### src/source/memStagePkg.sv
// Shared definitions for the memory stage. Size codes follow RV32I funct3 and the word layout is little endian
package memStagePkg;

    // ----------------------------------------------------------------------
    // Access size
    // ----------------------------------------------------------------------

    // Same encoding as funct3 of the RV32I load and store opcodes
    // Codes 3, 6 and 7 are unused and read back as zero
    typedef enum logic [2:0] {
        memByte  = 3'd0,    // LB / SB
        memHalf  = 3'd1,    // LH / SH
        memWord  = 3'd2,    // LW / SW
        memByteU = 3'd4,    // LBU
        memHalfU = 3'd5     // LHU
    } memCtrl_e;

    // ----------------------------------------------------------------------
    // RAM word views
    // ----------------------------------------------------------------------

    // One RAM word seen by the load path
    // Lane 0 sits in bits 7:0 and halfword 0 in bits 15:0
    typedef union packed {
        logic [3:0][7:0]  bytes;    // Indexed by addr[1:0]
        logic [1:0][15:0] halves;   // Indexed by addr[1]
    } memWord_u;

    // ----------------------------------------------------------------------
    // Constants
    // ----------------------------------------------------------------------

    // addi x0, x0, 0
    // Fed to decode after reset or flush so the pipeline sees a bubble
    localparam logic [31:0] nopInstr = 32'h0000_0013;

endpackage

### src/source/fetchUnit.sv
// Fetch side of the shared RAM. Assumes word-aligned PC and RAM data one cycle after the address
`timescale 1ns/1ps

module fetchUnit #(
    parameter int wordAddrBits = 10             // Word address width
) (
    input  logic                    CLK,
    input  logic                    RST,
    input  logic                    stall,      // Hold decode input
    input  logic                    flush,      // Kill the fetched word
    input  logic [31:0]             pcAddr,     // Program counter
    input  logic [31:0]             fetchWord,  // Port B read word
    output logic [wordAddrBits-1:0] fetchAddr,  // Port B word address
    output logic [31:0]             instr       // Instruction to decode
);
    import memStagePkg::*;

    logic        nopPending;    // Reset or flush seen at last edge
    logic        stallSeen;     // Stall seen at last edge
    logic [31:0] heldInstr;     // Last value shown on instr

    // Word index with the byte offset dropped
    assign fetchAddr = pcAddr[wordAddrBits+1:2];

    // ----------------------------------------------------------------------
    // Flow control state
    // ----------------------------------------------------------------------

    always_ff @(posedge CLK) begin
        if (RST) begin
            nopPending <= 1'b1;             // Bubble right after reset
            stallSeen  <= 1'b0;
        end else begin
            nopPending <= flush;
            stallSeen  <= stall & ~flush;   // Flush wins over stall
        end
    end

    // Output copy for replay while stalled
    always_ff @(posedge CLK) begin
        heldInstr <= instr;
    end

    // RAM register already gives the cycle of latency
    // The mux adds none on a normal fetch
    always_comb begin
        if (nopPending) begin
            instr = nopInstr;
        end else if (stallSeen) begin
            instr = heldInstr;              // Repeat previous word
        end else begin
            instr = fetchWord;
        end
    end

    // ----------------------------------------------------------------------
    // Checks
    // ----------------------------------------------------------------------

    // Decode gets a bubble in the cycle after a flush
    flushNopChk: assert property (@(posedge CLK) disable iff (RST)
        flush |=> instr == nopInstr)
        else $error("instr %h after flush is not a NOP", instr);

    pcAlignChk: assert property (@(posedge CLK) disable iff (RST)
        pcAddr[1:0] == 2'b00)
        else $error("Unaligned PC %h", pcAddr);

endmodule

### config.mk
export PLATFORM = sky130hd
export DESIGN_NAME = fetchUnit
export DESIGN_NICKNAME = d
export VERILOG_FILES = /design/src/source/memStagePkg.sv /design/src/source/fetchUnit.sv
export SDC_FILE = /design/constraint.sdc
export NUM_CORES = 1
export LEC_CHECK = 0
export BUFFER_PORTS_ARGS = -buffer_cell sky130_fd_sc_hd__buf_2
export CAP_MARGIN = 20
export CORE_MARGIN = 5
export CORE_UTILIZATION = 37
export DETAILED_ROUTE_END_ITERATION = 10
export GPL_TIMING_DRIVEN = 0
export PLACE_DENSITY = 0.78
export SYNTH_ARGS = -nofsm -noshare
export SYNTH_HDL_FRONTEND = slang
export SYNTH_SLANG_ARGS = --single-unit
### constraint.sdc
create_clock -name CLK -period 1.2 [get_ports CLK]
set_clock_uncertainty 0.05 [all_clocks]
set_input_delay 0.24 -clock CLK [delete_from_list [all_inputs] [get_ports CLK]]
set_output_delay 0.24 -clock CLK [all_outputs]
set_load 0.005 [all_outputs]
---- Word-level counts from Yosys, hierarchy flattened ----
Index checks and enable logic that the tools add are counted.
word-level totals
  memories ................................ 0
  bits in read-only memories .............. 0
  output and inout port bits .............. 42
  latch bits .............................. 0
  bits in writable memories ............... 0
  flip-flop bits (word level) ............. 34
  word-level logic and storage cells ...... 7
  input bits .............................. 68
operators by class
  eq/ne operators ......................... 0
  $mul .................................... 0
  shifts and indexed selects .............. 0
  reduce and logical (&&, ||, !) cells .... 0
  muxes and demuxes ....................... 2
  div/mod/pow operators ................... 0
  bitwise gates (word level) .............. 2
  add/subtract/negate cells ............... 0
  order comparisons ....................... 0
operators with widths
  kind                number
  32-bit two-way mux  2
  1-bit AND           1
  1-bit NOT           1

---- Depth between registers and ports, before layout ----
  depth in word-level cells ............... 2
  gate-level depth with buffers ........... 4

---- Least setup slack after synthesis ----
No wires, ideal clock.
  path kind ............................... reg-to-output
  start ................................... register stallSeen
  end ..................................... output port instr[0]
  stages on the path, launching flop included .. 4
  arrival time ............................ 0.829 ns
  path buffers ............................ 2
  setup slack ............................. 0.081 ns
  path through ............................ dfxtp_1 buf_6 buf_12 a211o_1
on the way
  cells in the longest elaborated chain, start to end .. 2
RTL lines
  what                    RTL line         RTL
  start, declared         fetchUnit.sv:19  logic stallSeen;
  start signal, assigned  fetchUnit.sv:35  stallSeen <= stall & ~flush;
  32-bit two-way mux      fetchUnit.sv:49  end else if (stallSeen) begin
  32-bit two-way mux      fetchUnit.sv:47  if (nopPending) begin
  end, declared           fetchUnit.sv:14  output logic [31:0] instr
Every way passes these cells.

---- Worst setup path after layout ----
  start ................................... register stallSeen
  end ..................................... output port instr[22]
Same word-level chain as after synthesis.

==> results.txt <==
----------------------------------------------------
[STA]
  Worst relative slew slack ... 85.2%
  Worst Setup Slack, final ... -0.445 ns
  Pins Over Slew Limit ... 0
  Setup repair after global routing missed its margin ... true
  Final critical-path share of the clock period ... 137%
  Total of endpoints with negative setup slack in the final report ... 32
  Slew at the pin closest to its max-slew limit ... between 0.2 and 0.25 ns
  Minimum clock period after layout ... about 1.6 ns
  Number of hold-slack violations in the final timing report ... 0
  Max Fclk ... about 610 MHz

[Power]
  Internal power summed over all cells ... around 1.6 mW
  Power density over the cells ... 1160 nW/um^2
  Sw Pwr ... 0.491 mW
  Clock group share of total power ... 29.7%
  Fraction of power consumed by combinational cells ... 14.5%
  Worst vdd rail ir drop ... 0.750 mV
  Net Sw Frac ... 23.0%
  Seq pwr share ... ~56%
  Leakage power of the design ... about 0.91 nW

[Route]
  Via-per-instance ratio ... between 4 and 5
  Number of iterations in the first detailed-routing pass ... 4
  Antenna Nets Post-Route ... 0
  Post-detailed-routing wire length ... roughly 2900 microns
  Drt drc ... 0
  Avg WL per Cell ... roughly 12 microns
  Total number of vias ... 1068
  1st-iter DRT viols ... 25

[Die]
  Initial Util ... between 30% and 40%
  Chip width ... approximately 69 microns
  IO Count ... 110
  Area enclosed by the die boundary ... 4790 sq um
  Row cnt ... 21
  Vert. Die Dim ... slightly below 70 microns
  Core footprint ... 3360 sq um

[Layout]
  Ant diodes ... 0
  Cell area after layout ... approximately 1800 sq um
  Layout overhead on the synthesized area ... 42.1%
  Number of filler instances in the final layout ... about 350
  Leading cell types in the layout, fill and taps excluded ... sky130_fd_sc_hd__buf_2, sky130_fd_sc_hd__dfxtp_1, sky130_fd_sc_hd__nor2_1, sky130_fd_sc_hd__mux2i_1, sky130_fd_sc_hd__buf_4
  Flip-flop and latch area ... around 680 sq um
  Commonest non-fill, non-tap cell in the layout ... sky130_fd_sc_hd__buf_2
  Total area of multi-input combinational cells ... between 400 and 500 sq um
  Fraction of layout instances using a drive strength above 1 ... approximately half
  Layout net count ... roughly 270
  Non-filler instance count after layout ... roughly 250

[Critical path]
  Arrival time of data at the critical path endpoint ... 1.35 ns
  Worst path buffer plus inverter count ... 3
  Cell family with most CP delay ... buffers and inverters
  Slowest Stage Delay on Critical Path ... about 0.34 ns
  Highest-delay cell along the critical path ... sky130_fd_sc_hd__dfxtp_2
  Ordered list of cells on the worst path ... buf_8 > buf_12 > mux2i_1 > nor2_1 > buf_2
  Critical path endpoint category ... output pin
  Worst setup SP type ... flop
  Highest fanout seen on the critical path ... 10
  Data required time of the critical path ... 0.91 ns
  Setup CP Type ... flop to output pin

[Clock tree]
  Clock transition at path regs ... approximately 0.1 ns
  Buffer depth of the longest clock path ... 2
  Hold-fix buffers at CTS ... 0
  CTS H-tree depth ... 2
  CTS tree ... yes
  Clock sink total ... 34
  Clock tree root driver cell ... sky130_fd_sc_hd__clkbuf_4
  Number of CTS-inserted buffers ... 5
  Clock latency of the later-clocked register in the worst-skew pair ... ~0.32 ns

[Synth]
  Fraction of the mapped netlist area in compound gates ... 2.03%
  Count of unique library cells instantiated by Yosys ... 12
  Sequential area share after synthesis ... ~52%
  Number of flip-flops and latches in the synthesized netlist ... 34
  Average cell area after synthesis ... ~11 sq um
  Synth top area cells ... sky130_fd_sc_hd__dfxtp_1, sky130_fd_sc_hd__mux2i_1, sky130_fd_sc_hd__nor2_1, sky130_fd_sc_hd__buf_4, sky130_fd_sc_hd__buf_12
  Post-synth top area share ... a little over half
  Adder-cell share of the synthesized area ... 0%
  Multiplexer share of the synthesized area ... between 20% and 30%
  Synthesized netlist net count ... between 150 and 200
  Post-synth top area cell ... sky130_fd_sc_hd__dfxtp_1
  Largest family of logic cells by synthesized area ... multiplexers
  Simple-Gate Fraction of Synth Area ... 10.6%
  Xor and xnor fraction of the mapped netlist area ... 0%
  Total standard cell area after synthesis ... between 1000 and 1500 sq um
  Synth Warn # ... 0
  Gate count after technology mapping ... about 120

[Global route]
  Number of antenna violations at the first check in global routing ... 0
  Total routing usage reported by global routing ... ~13%
  Remaining global-route overflow ... 0
  Global-route wire length before repair ... between 4000 and 5000 microns
  Maximum number of pins on one net before global-route repair ... 11
  Vias in the first global route ... around 1100

[Placement]
  HPWL after detailed placement ... approximately 2300 microns
  I/O Buffers ... 77
  Placed cell count ... roughly 240
  Worst-case setup slack after placement ... -0.198 ns
  GP Congestion ... just over 0.7
  Total placed instance area ... between 1500 and 2000 sq um

[Worst hold path]
  Tightest Hold Check Type ... input pin to flop

[Run]
  Max-cap violations ... 0

[Run status]
  Outcome ... complete, but fails checks
  Violations in the final reports ... setup timing

----------------------------------------------------
## metal layers
metal / wire (microns) / vias up / track usage (%) / part of all wire, %
met5: 0 / - / 0 / 0
li1: - / 544 / - / -
met2: 1340 / 57 / 20.2 / 46
met4: 43 / 0 / 4.56 / 1.5
met1: 1120 / 460 / 12.8 / 38
met3: 420 / 7 / 9.28 / 14
## kinds of logic (layout without fill, tap and decap cells)
group,after synthesis,after routing
AOI/OAI and AO/OA,3,3
muxes,29,29
and+or+nand+nor,34,34
DFF,34,34
buffers and inverters,18,105
## registers in the layout, summed over array words and instances (netlist names)
signal,flops
nopPending,1
stallSeen,1
heldInstr,32
## stage by stage
step | hold WS [ns] | total power, mW | utilization [%] | setup TNS, ns
6_report | 0.0566 | 2.13 | 54.8 | -13.49
3_5_place_dp | 0.395 | 1.52 | 51.7 | -3.92
5_1_grt | 0.0397 | 2.27 | 54.8 | -16.71
2_1_floorplan | 0.301 | 1.38 | - | 0
4_1_cts | 0.0354 | 2.17 | 54.0 | -14.24
3_3_place_gp | 0.392 | 1.51 | 51.7 | -3.16
## power groups by stage
stage	Combinational [mW]	Clock (mW)	Sequential, mW
2_1_floorplan	0.169	0	1.21
3_3_place_gp	0.295	0	1.21
3_5_place_dp	0.301	0	1.22
4_1_cts	0.307	0.670	1.19
5_1_grt	0.343	0.732	1.20
6_report	0.309	0.633	1.19
## synth_stat cells
cell and instances:
sky130_fd_sc_hd__dfxtp_1 34, sky130_fd_sc_hd__nor2_1 30, sky130_fd_sc_hd__mux2i_1 29, sky130_fd_sc_hd__buf_4 10, sky130_fd_sc_hd__a211o_1 3, sky130_fd_sc_hd__buf_12 3
sky130_fd_sc_hd__nor2b_1 3, sky130_fd_sc_hd__clkbuf_1 2, sky130_fd_sc_hd__buf_2 1, sky130_fd_sc_hd__buf_6 1, sky130_fd_sc_hd__inv_1 1, sky130_fd_sc_hd__or2_2 1
## tightest hold or removal path, delay by kind of cell
family	cells	cell delay (ns)
buffers and inverters	2	0.13
and+or+nand+nor	1	0.03
## final timing paths
path,startpoint,endpoint,slack (ns),cells past startpoint
setup / recovery,stallSeen,instr[22],-0.44,5
hold reg to reg,heldInstr[0],heldInstr[0],0.42,1
hold / removal,stall,stallSeen,0.06,3
setup reg to reg,stallSeen,heldInstr[6],0.14,4
## timing repair
action | 4_1_cts | 5_1_grt
resized for setup | 4 | 1
setup buffers | 1 | 0
endpoints found under the setup margin | 32 | 32
pin swaps | 0 | 1
gates cloned | 0 | 1
## cell type report
cell class                 instances  share of cell area, %
tap                               46                   3.12
clock buffer                       7                   2.99
sequential                        34                   37.0
inverter                           1                  0.204
timing repair buffer              79                   22.7
multi-input combinational         66                   24.8
buffer                            17                   8.96
clock inverter                     1                  0.271
No activity file was read; power rests on OpenSTA's default activity.
