[src/source/memStagePkg.sv]
// Shared definitions for the memory stage. Size codes follow RV32I funct3 and the word layout is little endian
package memStagePkg;

    // ----------------------------------------------------------------------
    // Access size
    // ----------------------------------------------------------------------

    // Same encoding as funct3 of the RV32I load and store opcodes
    // Codes 3, 6 and 7 are unused and read back as zero
    typedef enum logic [2:0] {
        memByte  = 3'd0,    // LB / SB
        memHalf  = 3'd1,    // LH / SH
        memWord  = 3'd2,    // LW / SW
        memByteU = 3'd4,    // LBU
        memHalfU = 3'd5     // LHU
    } memCtrl_e;

    // ----------------------------------------------------------------------
    // RAM word views
    // ----------------------------------------------------------------------

    // One RAM word seen by the load path
    // Lane 0 sits in bits 7:0 and halfword 0 in bits 15:0
    typedef union packed {
        logic [3:0][7:0]  bytes;    // Indexed by addr[1:0]
        logic [1:0][15:0] halves;   // Indexed by addr[1]
    } memWord_u;

    // ----------------------------------------------------------------------
    // Constants
    // ----------------------------------------------------------------------

    // addi x0, x0, 0
    // Fed to decode after reset or flush so the pipeline sees a bubble
    localparam logic [31:0] nopInstr = 32'h0000_0013;

endpackage

[src/source/dataPortIf.sv]
// Data port between load/store unit and RAM. No handshake and every cycle is an access
`timescale 1ns/1ps

interface dataPortIf #(
    parameter int wordAddrBits = 10     // Word address width giving 2**wordAddrBits words
);

    logic [3:0]              laneWe;    // One enable per byte lane
    logic [wordAddrBits-1:0] wordAddr;  // Byte address with the low two bits dropped
    logic [31:0]             wData;     // Store data already copied to its lanes
    logic [31:0]             rData;     // Registered old word of a read-first access

    // Load/store side drives the access
    modport unit (
        output laneWe,
        output wordAddr,
        output wData,
        input  rData
    );

    // RAM side answers it
    modport ram (
        input  laneWe,
        input  wordAddr,
        input  wData,
        output rData
    );

endinterface

[src/source/loadStoreUnit.sv]
// Load/store unit. Misaligned accesses are not trapped and load data lags the address by one cycle
`timescale 1ns/1ps

module loadStoreUnit #(
    parameter int wordAddrBits = 10             // Word address width
) (
    input  logic                  CLK,
    input  logic                  RST,
    input  logic                  memWrite,     // Store this cycle
    input  memStagePkg::memCtrl_e memControl,   // Access size and signedness
    input  logic [31:0]           rwAddr,       // Byte address from the ALU
    input  logic [31:0]           wData,        // Store data in the low bits
    output logic [31:0]           rData,        // Extended load result
    dataPortIf.unit               dataPort      // To the shared RAM port A
);
    import memStagePkg::*;

    logic [3:0]  laneWe;        // Byte enables before the port
    logic [31:0] laneData;      // Store data copied across lanes
    memCtrl_e    ctrlQ;         // Size of the load in flight
    logic [1:0]  offsetQ;       // Byte offset of the load in flight
    memWord_u    ramWord;       // Returned word, two views
    logic [7:0]  byteSel;       // Byte picked by offsetQ
    logic [15:0] halfSel;       // Halfword picked by offsetQ[1]

    // ----------------------------------------------------------------------
    // Store side
    // ----------------------------------------------------------------------

    // Lane enables from size and address low bits
    always_comb begin
        laneWe = 4'b0000;
        if (memWrite) begin
            case (memControl)
                memByte, memByteU: laneWe = 4'b0001 << rwAddr[1:0];    // Single lane
                memHalf, memHalfU: laneWe = rwAddr[1] ? 4'b1100 : 4'b0011;
                memWord:           laneWe = 4'b1111;
                default:           laneWe = 4'b0000;                    // Unused code
            endcase
        end
    end

    // Copy the low byte or halfword into every lane it may land in
    always_comb begin
        case (memControl)
            memByte, memByteU: laneData = {4{wData[7:0]}};
            memHalf, memHalfU: laneData = {2{wData[15:0]}};
            default:           laneData = wData;
        endcase
    end

    assign dataPort.laneWe   = laneWe;
    assign dataPort.wordAddr = rwAddr[wordAddrBits+1:2];  // Upper address bits ignored
    assign dataPort.wData    = laneData;

    // ----------------------------------------------------------------------
    // Load side
    // ----------------------------------------------------------------------

    // Size and offset travel with the RAM read so back to back loads work
    always_ff @(posedge CLK) begin
        if (RST) begin
            ctrlQ   <= memWord;
            offsetQ <= 2'b00;
        end else begin
            ctrlQ   <= memControl;
            offsetQ <= rwAddr[1:0];
        end
    end

    assign ramWord = dataPort.rData;
    assign byteSel = ramWord.bytes[offsetQ];
    assign halfSel = ramWord.halves[offsetQ[1]];

    // Extension by the registered size
    always_comb begin
        case (ctrlQ)
            memByte:  rData = {{24{byteSel[7]}}, byteSel};     // Sign
            memByteU: rData = {24'b0, byteSel};                // Zero
            memHalf:  rData = {{16{halfSel[15]}}, halfSel};
            memHalfU: rData = {16'b0, halfSel};
            memWord:  rData = ramWord;                         // Whole word as is
            default:  rData = 32'b0;                           // Codes 3, 6, 7
        endcase
    end

    // ----------------------------------------------------------------------
    // Checks
    // ----------------------------------------------------------------------

    // A store reaches the RAM as one lane, an aligned pair or the whole word
    laneShapeChk: assert property (@(posedge CLK) disable iff (RST)
        memWrite |-> dataPort.laneWe inside {4'b0001, 4'b0010, 4'b0100, 4'b1000,
                                             4'b0011, 4'b1100, 4'b1111})
        else $error("Store lane enables %b not a legal lane set", dataPort.laneWe);

    // Halfword stores must not straddle a lane pair
    halfAlignChk: assert property (@(posedge CLK) disable iff (RST)
        (memWrite && (memControl == memHalf || memControl == memHalfU)) |-> !rwAddr[0])
        else $error("Misaligned halfword store at %h", rwAddr);

endmodule

[src/flat_wrapper.sv]
// flat-port wrapper written by rule: the top's interface ports become plain ports
module loadStoreUnit_flat import memStagePkg::*;
#(
    parameter int wordAddrBits = 10                                  
)
  (CLK, RST, memWrite, memControl, rwAddr, wData, rData, dataPort_laneWe, dataPort_wordAddr, dataPort_wData, dataPort_rData);
  dataPortIf #(.wordAddrBits(wordAddrBits)) dataPort_i ();
  input  logic CLK;
  input  logic RST;
  input  logic memWrite;
  input  memStagePkg::memCtrl_e memControl;
  input  logic [31:0] rwAddr;
  input  logic [31:0] wData;
  output logic [31:0] rData;
  output wire logic [$bits(dataPort_i.laneWe)-1:0] dataPort_laneWe;
  output wire logic [$bits(dataPort_i.wordAddr)-1:0] dataPort_wordAddr;
  output wire logic [$bits(dataPort_i.wData)-1:0] dataPort_wData;
  input wire logic [$bits(dataPort_i.rData)-1:0] dataPort_rData;
  assign dataPort_laneWe = dataPort_i.laneWe;
  assign dataPort_wordAddr = dataPort_i.wordAddr;
  assign dataPort_wData = dataPort_i.wData;
  assign dataPort_i.rData = dataPort_rData;
  loadStoreUnit #(.wordAddrBits(wordAddrBits)) u_core (.CLK(CLK), .RST(RST), .memWrite(memWrite), .memControl(memControl), .rwAddr(rwAddr), .wData(wData), .rData(rData), .dataPort(dataPort_i));
endmodule
[config.mk]
export PLATFORM = sky130hd
export DESIGN_NAME = loadStoreUnit_flat
export DESIGN_NICKNAME = d
export VERILOG_FILES = /design/src/source/memStagePkg.sv /design/src/source/dataPortIf.sv /design/src/source/loadStoreUnit.sv /design/src/flat_wrapper.sv
export SDC_FILE = /design/constraint.sdc
export NUM_CORES = 1
export LEC_CHECK = 0
export ABC_AREA = 1
export BUFFER_PORTS_ARGS = -buffer_cell sky130_fd_sc_hd__buf_2
export CORE_MARGIN = 5
export CORE_UTILIZATION = 39
export CTS_CLUSTER_DIAMETER = 100
export DETAILED_ROUTE_END_ITERATION = 8
export MAX_ROUTING_LAYER = met4
export PLACE_DENSITY_LB_ADDON = 0.08
export SYNTH_ARGS = -nofsm -noshare
export SYNTH_HDL_FRONTEND = slang
export SYNTH_SLANG_ARGS = --single-unit
[constraint.sdc]
create_clock -name CLK -period 2 [get_ports CLK]
set_input_delay 0.2 -clock CLK [delete_from_list [all_inputs] [get_ports CLK]]
set_output_delay 0.2 -clock CLK [all_outputs]
set_load 0.005 [all_outputs]
# [After elaboration in Yosys (flattened, before gate mapping)]
# Cells that the tools add are included.
[totals] in_bits=102 reg_bits=5 out_inout_bits=78
[classes] n_shift=1 order_cmp=2 eq_ne=8 muxes=9 n_reduce_logical=4
[op_table] cell="case mux 32 bit (5 select lines)" count=1
[op_table] cell="case mux 32 bit (2 select lines)" count=1
[op_table] cell="two-way mux 16 bit" count=2
[op_table] cell="binary-select mux 8 bit (select 2 bit)" count=1
[op_table] cell="equality test 3 bit, second input constant" count=4
[op_table] cell="case mux 4 bit (3 select lines)" count=1
[op_table] cell="two-way mux 4 bit" count=2
[op_table] cell="two-way mux 8 bit" count=1
[op_table] cell="equality test 3 x 1 -> 1 bit, second input constant" count=2
[op_table] cell="equality test 3 x 2 -> 1 bit, second input constant" count=2
[op_table] cell="logical NOT 3 bit" count=2
[op_table] cell="OR reduction 2 bit" count=2
[op_table] cell="left shift 1 x 2 -> 4 bit, first input constant" count=1
[op_table] cell="< comparator 2 x 3 -> 1 bit, second input constant" count=1
[op_table] cell="< comparator 1 x 2 -> 1 bit, second input constant" count=1

# [Logic depth before layout (Yosys ltp)]
[depth] depth_word=4 ltp_mapped=9 ltp_nobuf=7

# [Least setup slack after synthesis]
# No wires, ideal clock.
[synth_path] kind="reg2out" from="reg u_core.offsetQ[1]" to="out rData[11]" path_buffers=2 arrival_time_ns=0.990 t_required_ns=1.800 stages_incl_launch_ff=10 path_slack_ns=0.810 path_cell_list="dfxtp_1 -> buf_6 -> inv_8 -> nand2_2 -> nand2_2 -> nand2_2 -> nand2_2 -> nand2_4 -> buf_12 -> nand2_2"
[synth_via] elab_chain_len=3 word_cells_on_any_way=5 classes_between="mux (5)"
[synth_rtl] item="start: declaration" line_no="loadStoreUnit.sv:21" text="logic [1:0] offsetQ;"
[synth_rtl] item="start signal: assignment" line_no="loadStoreUnit.sv:67" text="offsetQ <= rwAddr[1:0];"
[synth_rtl] item="binary-select mux 8 bit (select 2 bit) / two-way mux 16 bit (equally long branches)" line_no="loadStoreUnit.sv:72, loadStoreUnit.sv:73"
[synth_rtl] item="two-way mux 8 bit (not written as such) / two-way mux 16 bit (equally long branches)" line_no="loadStoreUnit.sv:72, loadStoreUnit.sv:73"
[synth_rtl] item="case mux 32 bit (5 select lines) (*)" line_no="loadStoreUnit.sv:77" text="case (ctrlQ)"
[synth_rtl] item="end: declaration" line_no="flat_wrapper.sv:14" text="output logic [31:0] rData;"
# Every way passes the cells marked *; elsewhere a longest branch is shown, timed or not. The select of a mux whose other input is x is not followed.

# [Worst setup path in the final report]
[layout_path] from="reg u_core.offsetQ[1]" to="out rData[20]"
# The elaborated chain is that of the path after synthesis.

==> flow_metrics.py <==
metrics = {
    "global_routing": {
        "top_usage_layer": "met2",
        "grt_use_met2": 0.3603,
        "grt.overflow.total": 0,
        "grt_pass1_wl_um": 8942,
        "grtUsageMet1": 0.2313,
        "grt_usage": 0.1975,
        "grt_pass1_vias": 2093,
        "grt_use_met3": 0.01847,
        "antenna_found_initial": 0,
        "grt_max_degree": 25,
    },
    "floorplanning": {
        "start_util": 0.3958,
        "rows": 24,
        "die_y_um": 75.79,
        "die_w_um": 75.79,
        "die_area_um2": 5743,
        "ios": 180,
        "coreArea_um2": 4264,
    },
    "pwr": {
        "p_per_area_nw_per_um2": 344.6,
        "switching_share": 0.4111,
        "vdd_ir_drop_max_mv": 0.1853,
        "intPower_uw": 466.9,
        "p_switching_uw": 326.0,
        "pwr-share-comb": 0.624,
        "p_seq_frac": 0.145,
        "p_leak_nw": 1.562,
        "pwr-share-clk": 0.230,
    },
    "logic_synthesis": {
        "ys_types": 22,
        "ys_ff_latch": 5,
        "synth_area_um2": 1688,
        "avgSynthCellArea_um2": 5.069,
        "postSynthCellCount": 333,
        "yosys_warnings": 0,
        "yosysSeqAreaShare": 0.05930,
        "syn-num-nets": 435,
    },
    "placement": {
        "post-place-cells": 498,
        "post-place-ws_ns": 0.3329,
        "dp_hpwl_um": 4766,
        "place_congestion": 0.8472,
        "place_area_um2": 2227,
        "io_buffers": 139,
    },
    "detailed_routing": {
        "totalWireLength_um": 5904,
        "drt-pass1-iter-count": 4,
        "avgRoutedWirePerCell_um": 11.74,
        "via_per_inst": 4.616,
        "drc_errors": 0,
        "num_vias": 2322,
        "drt-initial-drc-count": 93,
        "ant_nets": 0,
    },
    "clocking": {
        "clk_pin_slew_ns": 0.03,
        "clock-sinks": 5,
        "tritoncts": "built",
        "cts.htree.levels": 1,
        "clockBufferDepth": 2,
        "clockRootBuffer": "clkbuf_8",
        "cts_buffers": 3,
    },
    "sta": {
        "fin_crit_sh": 0.8975,
        "max_freq_mhz": 557.1,
        "hold_viol": 0,
        "finalMaxSlewViolations": 0,
        "setup_ws_ns": 0.2050,
        "setup_viol": 0,
        "relSlewSlack": 0.6850,
        "worst_pin_slew_ns": 0.4707,
        "rsz0062_at_grt": "false",
        "tns_ns": 0,
        "period_needed_ns": 1.795,
    },
    "critical_path": {
        "arrival_ns": 1.60,
        "cp_data_required_time_ns": 1.80,
        "crit_slowest_cell": "dfxtp_1",
        "worstPathMaxFanout": 24,
        "cp_cell_sequence": "inv_8, nand2_2, nand2_2, nand2_2, nand2_2, nand2_8, nand2_2, buf_2",
        "path_class": "flip-flop to output pin",
        "max_stage_delay_ns": 0.54,
        "cp-end-kind": "output pin",
        "cpMostUsedCell": "nand2_2",
        "startpoint_type": "flip-flop",
    },
    "layout": {
        "fin_util": 0.5396,
        "num_antenna_cells": 0,
        "final_cells": 503,
        "design_area_um2": 2301,
        "drive_gt1_frac": 0.4102,
        "syn2layout_area_growth_pct": 36.32,
        "fillers": 490,
        "finalNetCount": 554,
    },
    "hold_path": {
        "hold_depth": 2,
        "min_from": "RST",
        "hold_path_end": "u_core.offsetQ[0]$_SDFF_PP0_",
        "hp-class": "primary input to flip-flop",
    },
    "status": {
        "status": "finished clean",
    },
    "flow_run": {
        "drv_cap": 0,
    },
}
worst max path at each step:
stage                                       from   endpoint  slack, ns  cells past startpoint
floorplan           u_core.offsetQ[1]$_SDFF_PP0_  rData[11]       0.81                      9
global route        u_core.offsetQ[1]$_SDFF_PP0_  rData[22]       0.08                      8
finish              u_core.offsetQ[1]$_SDFF_PP0_  rData[20]       0.20                      8
CTS                 u_core.offsetQ[1]$_SDFF_PP0_  rData[19]       0.09                      7
global placement    u_core.offsetQ[1]$_SDFF_PP0_   rData[9]       0.33                      8
detailed placement  u_core.offsetQ[1]$_SDFF_PP0_  rData[10]       0.33                      8
power groups by stage:
| stage | clock network, mW | registers [mW] | logic [mW] |
|---|---|---|---|
| 4_1_cts | 0.185 | 0.115 | 0.497 |
| 3_5_place_dp | 0 | 0.117 | 0.494 |
| 5_1_grt | 0.194 | 0.116 | 0.561 |
| 6_report | 0.183 | 0.115 | 0.495 |
| 3_3_place_gp | 0 | 0.117 | 0.490 |
| 2_1_floorplan | 0 | 0.113 | 0.301 |
stage by stage:
| stage | hold WS (ns) | power (mW) |
|---|---|---|
| 6_report | 0.1996 | 0.7929 |
| 3_3_place_gp | 0.4000 | 0.6070 |
| 5_1_grt | 0.2105 | 0.8713 |
| 4_1_cts | 0.2027 | 0.7978 |
| 3_5_place_dp | 0.4000 | 0.6109 |
| 2_1_floorplan | 0.2712 | 0.4141 |
cells in the mapped netlist, drive strengths merged:
master	number	area (um2)
or2	1	6.260
o211ai	7	52.55
inv	49	191.4
nand3	25	130.1
buf	29	244.0
o21ai	15	75.07
nand2	153	675.7
dfxtp	5	100.1
nand3b	1	7.510
a21oi	1	8.760
nor2	47	196.4
flip-flops by register name (all words and copies together), names as in the netlist:
name / flops
u_core.ctrlQ: 3
u_core.offsetQ: 2
layout make-up:
| cell class | count | area (um2) | share of cell area |
|---|---|---|---|
| Clock buffer | 4 | 45.04 | 0.01958 |
| Inverter | 49 | 191.4 | 0.08320 |
| Multi-Input combinational cell | 250 | 1161 | 0.5046 |
| Sequential cell | 5 | 100.1 | 0.04350 |
| Tap cell | 52 | 65.06 | 0.02828 |
| Timing Repair Buffer | 143 | 738.2 | 0.3208 |
placed cells by master, fill, tap and decap left out, drive strengths merged:
master | synthesis | layout
a21oi | 1 | 1
nor2 | 47 | 47
nand2 | 153 | 153
inv | 49 | 49
nand3b | 1 | 1
buf | 29 | 143
nand3 | 25 | 25
o21ai | 15 | 15
clkbuf | 0 | 4
dfxtp | 5 | 5
or2 | 1 | 1
o211ai | 7 | 7
worst max-delay path, delay by kind of cell (launching register included):
kind	cells	cell delay [ns]
simple gates	6	0.56
flops	1	0.54
buf+inv	2	0.27
cells by family (layout without fill, tap and decap cells):
kind of cell | count (synthesis) | after routing | synth area share
AND/OR/NAND/NOR | 227 | 227 | 0.6019
AO/OA/AOI/OAI | 23 | 23 | 0.08080
flip-flops | 5 | 5 | 0.05931
buffers and inverters | 78 | 196 | 0.2580
metal layers:
| metal | wire, um | up-vias |
|---|---|---|
| met5 | 0 | - |
| met4 | 55 | 0 |
| met3 | 543 | 8 |
| met2 | 2990 | 104 |
| met1 | 2314 | 991 |
| li1 | - | 1219 |
timing repair:
action                                 4_1_cts  5_1_grt
setup endpoints to repair                    0       11
buffers inserted                             0        1
endpoints found under the hold margin        0        0
hold buffers                                 0        0
gates resized for setup                      0        1
Power figures use the tool's default switching activity.
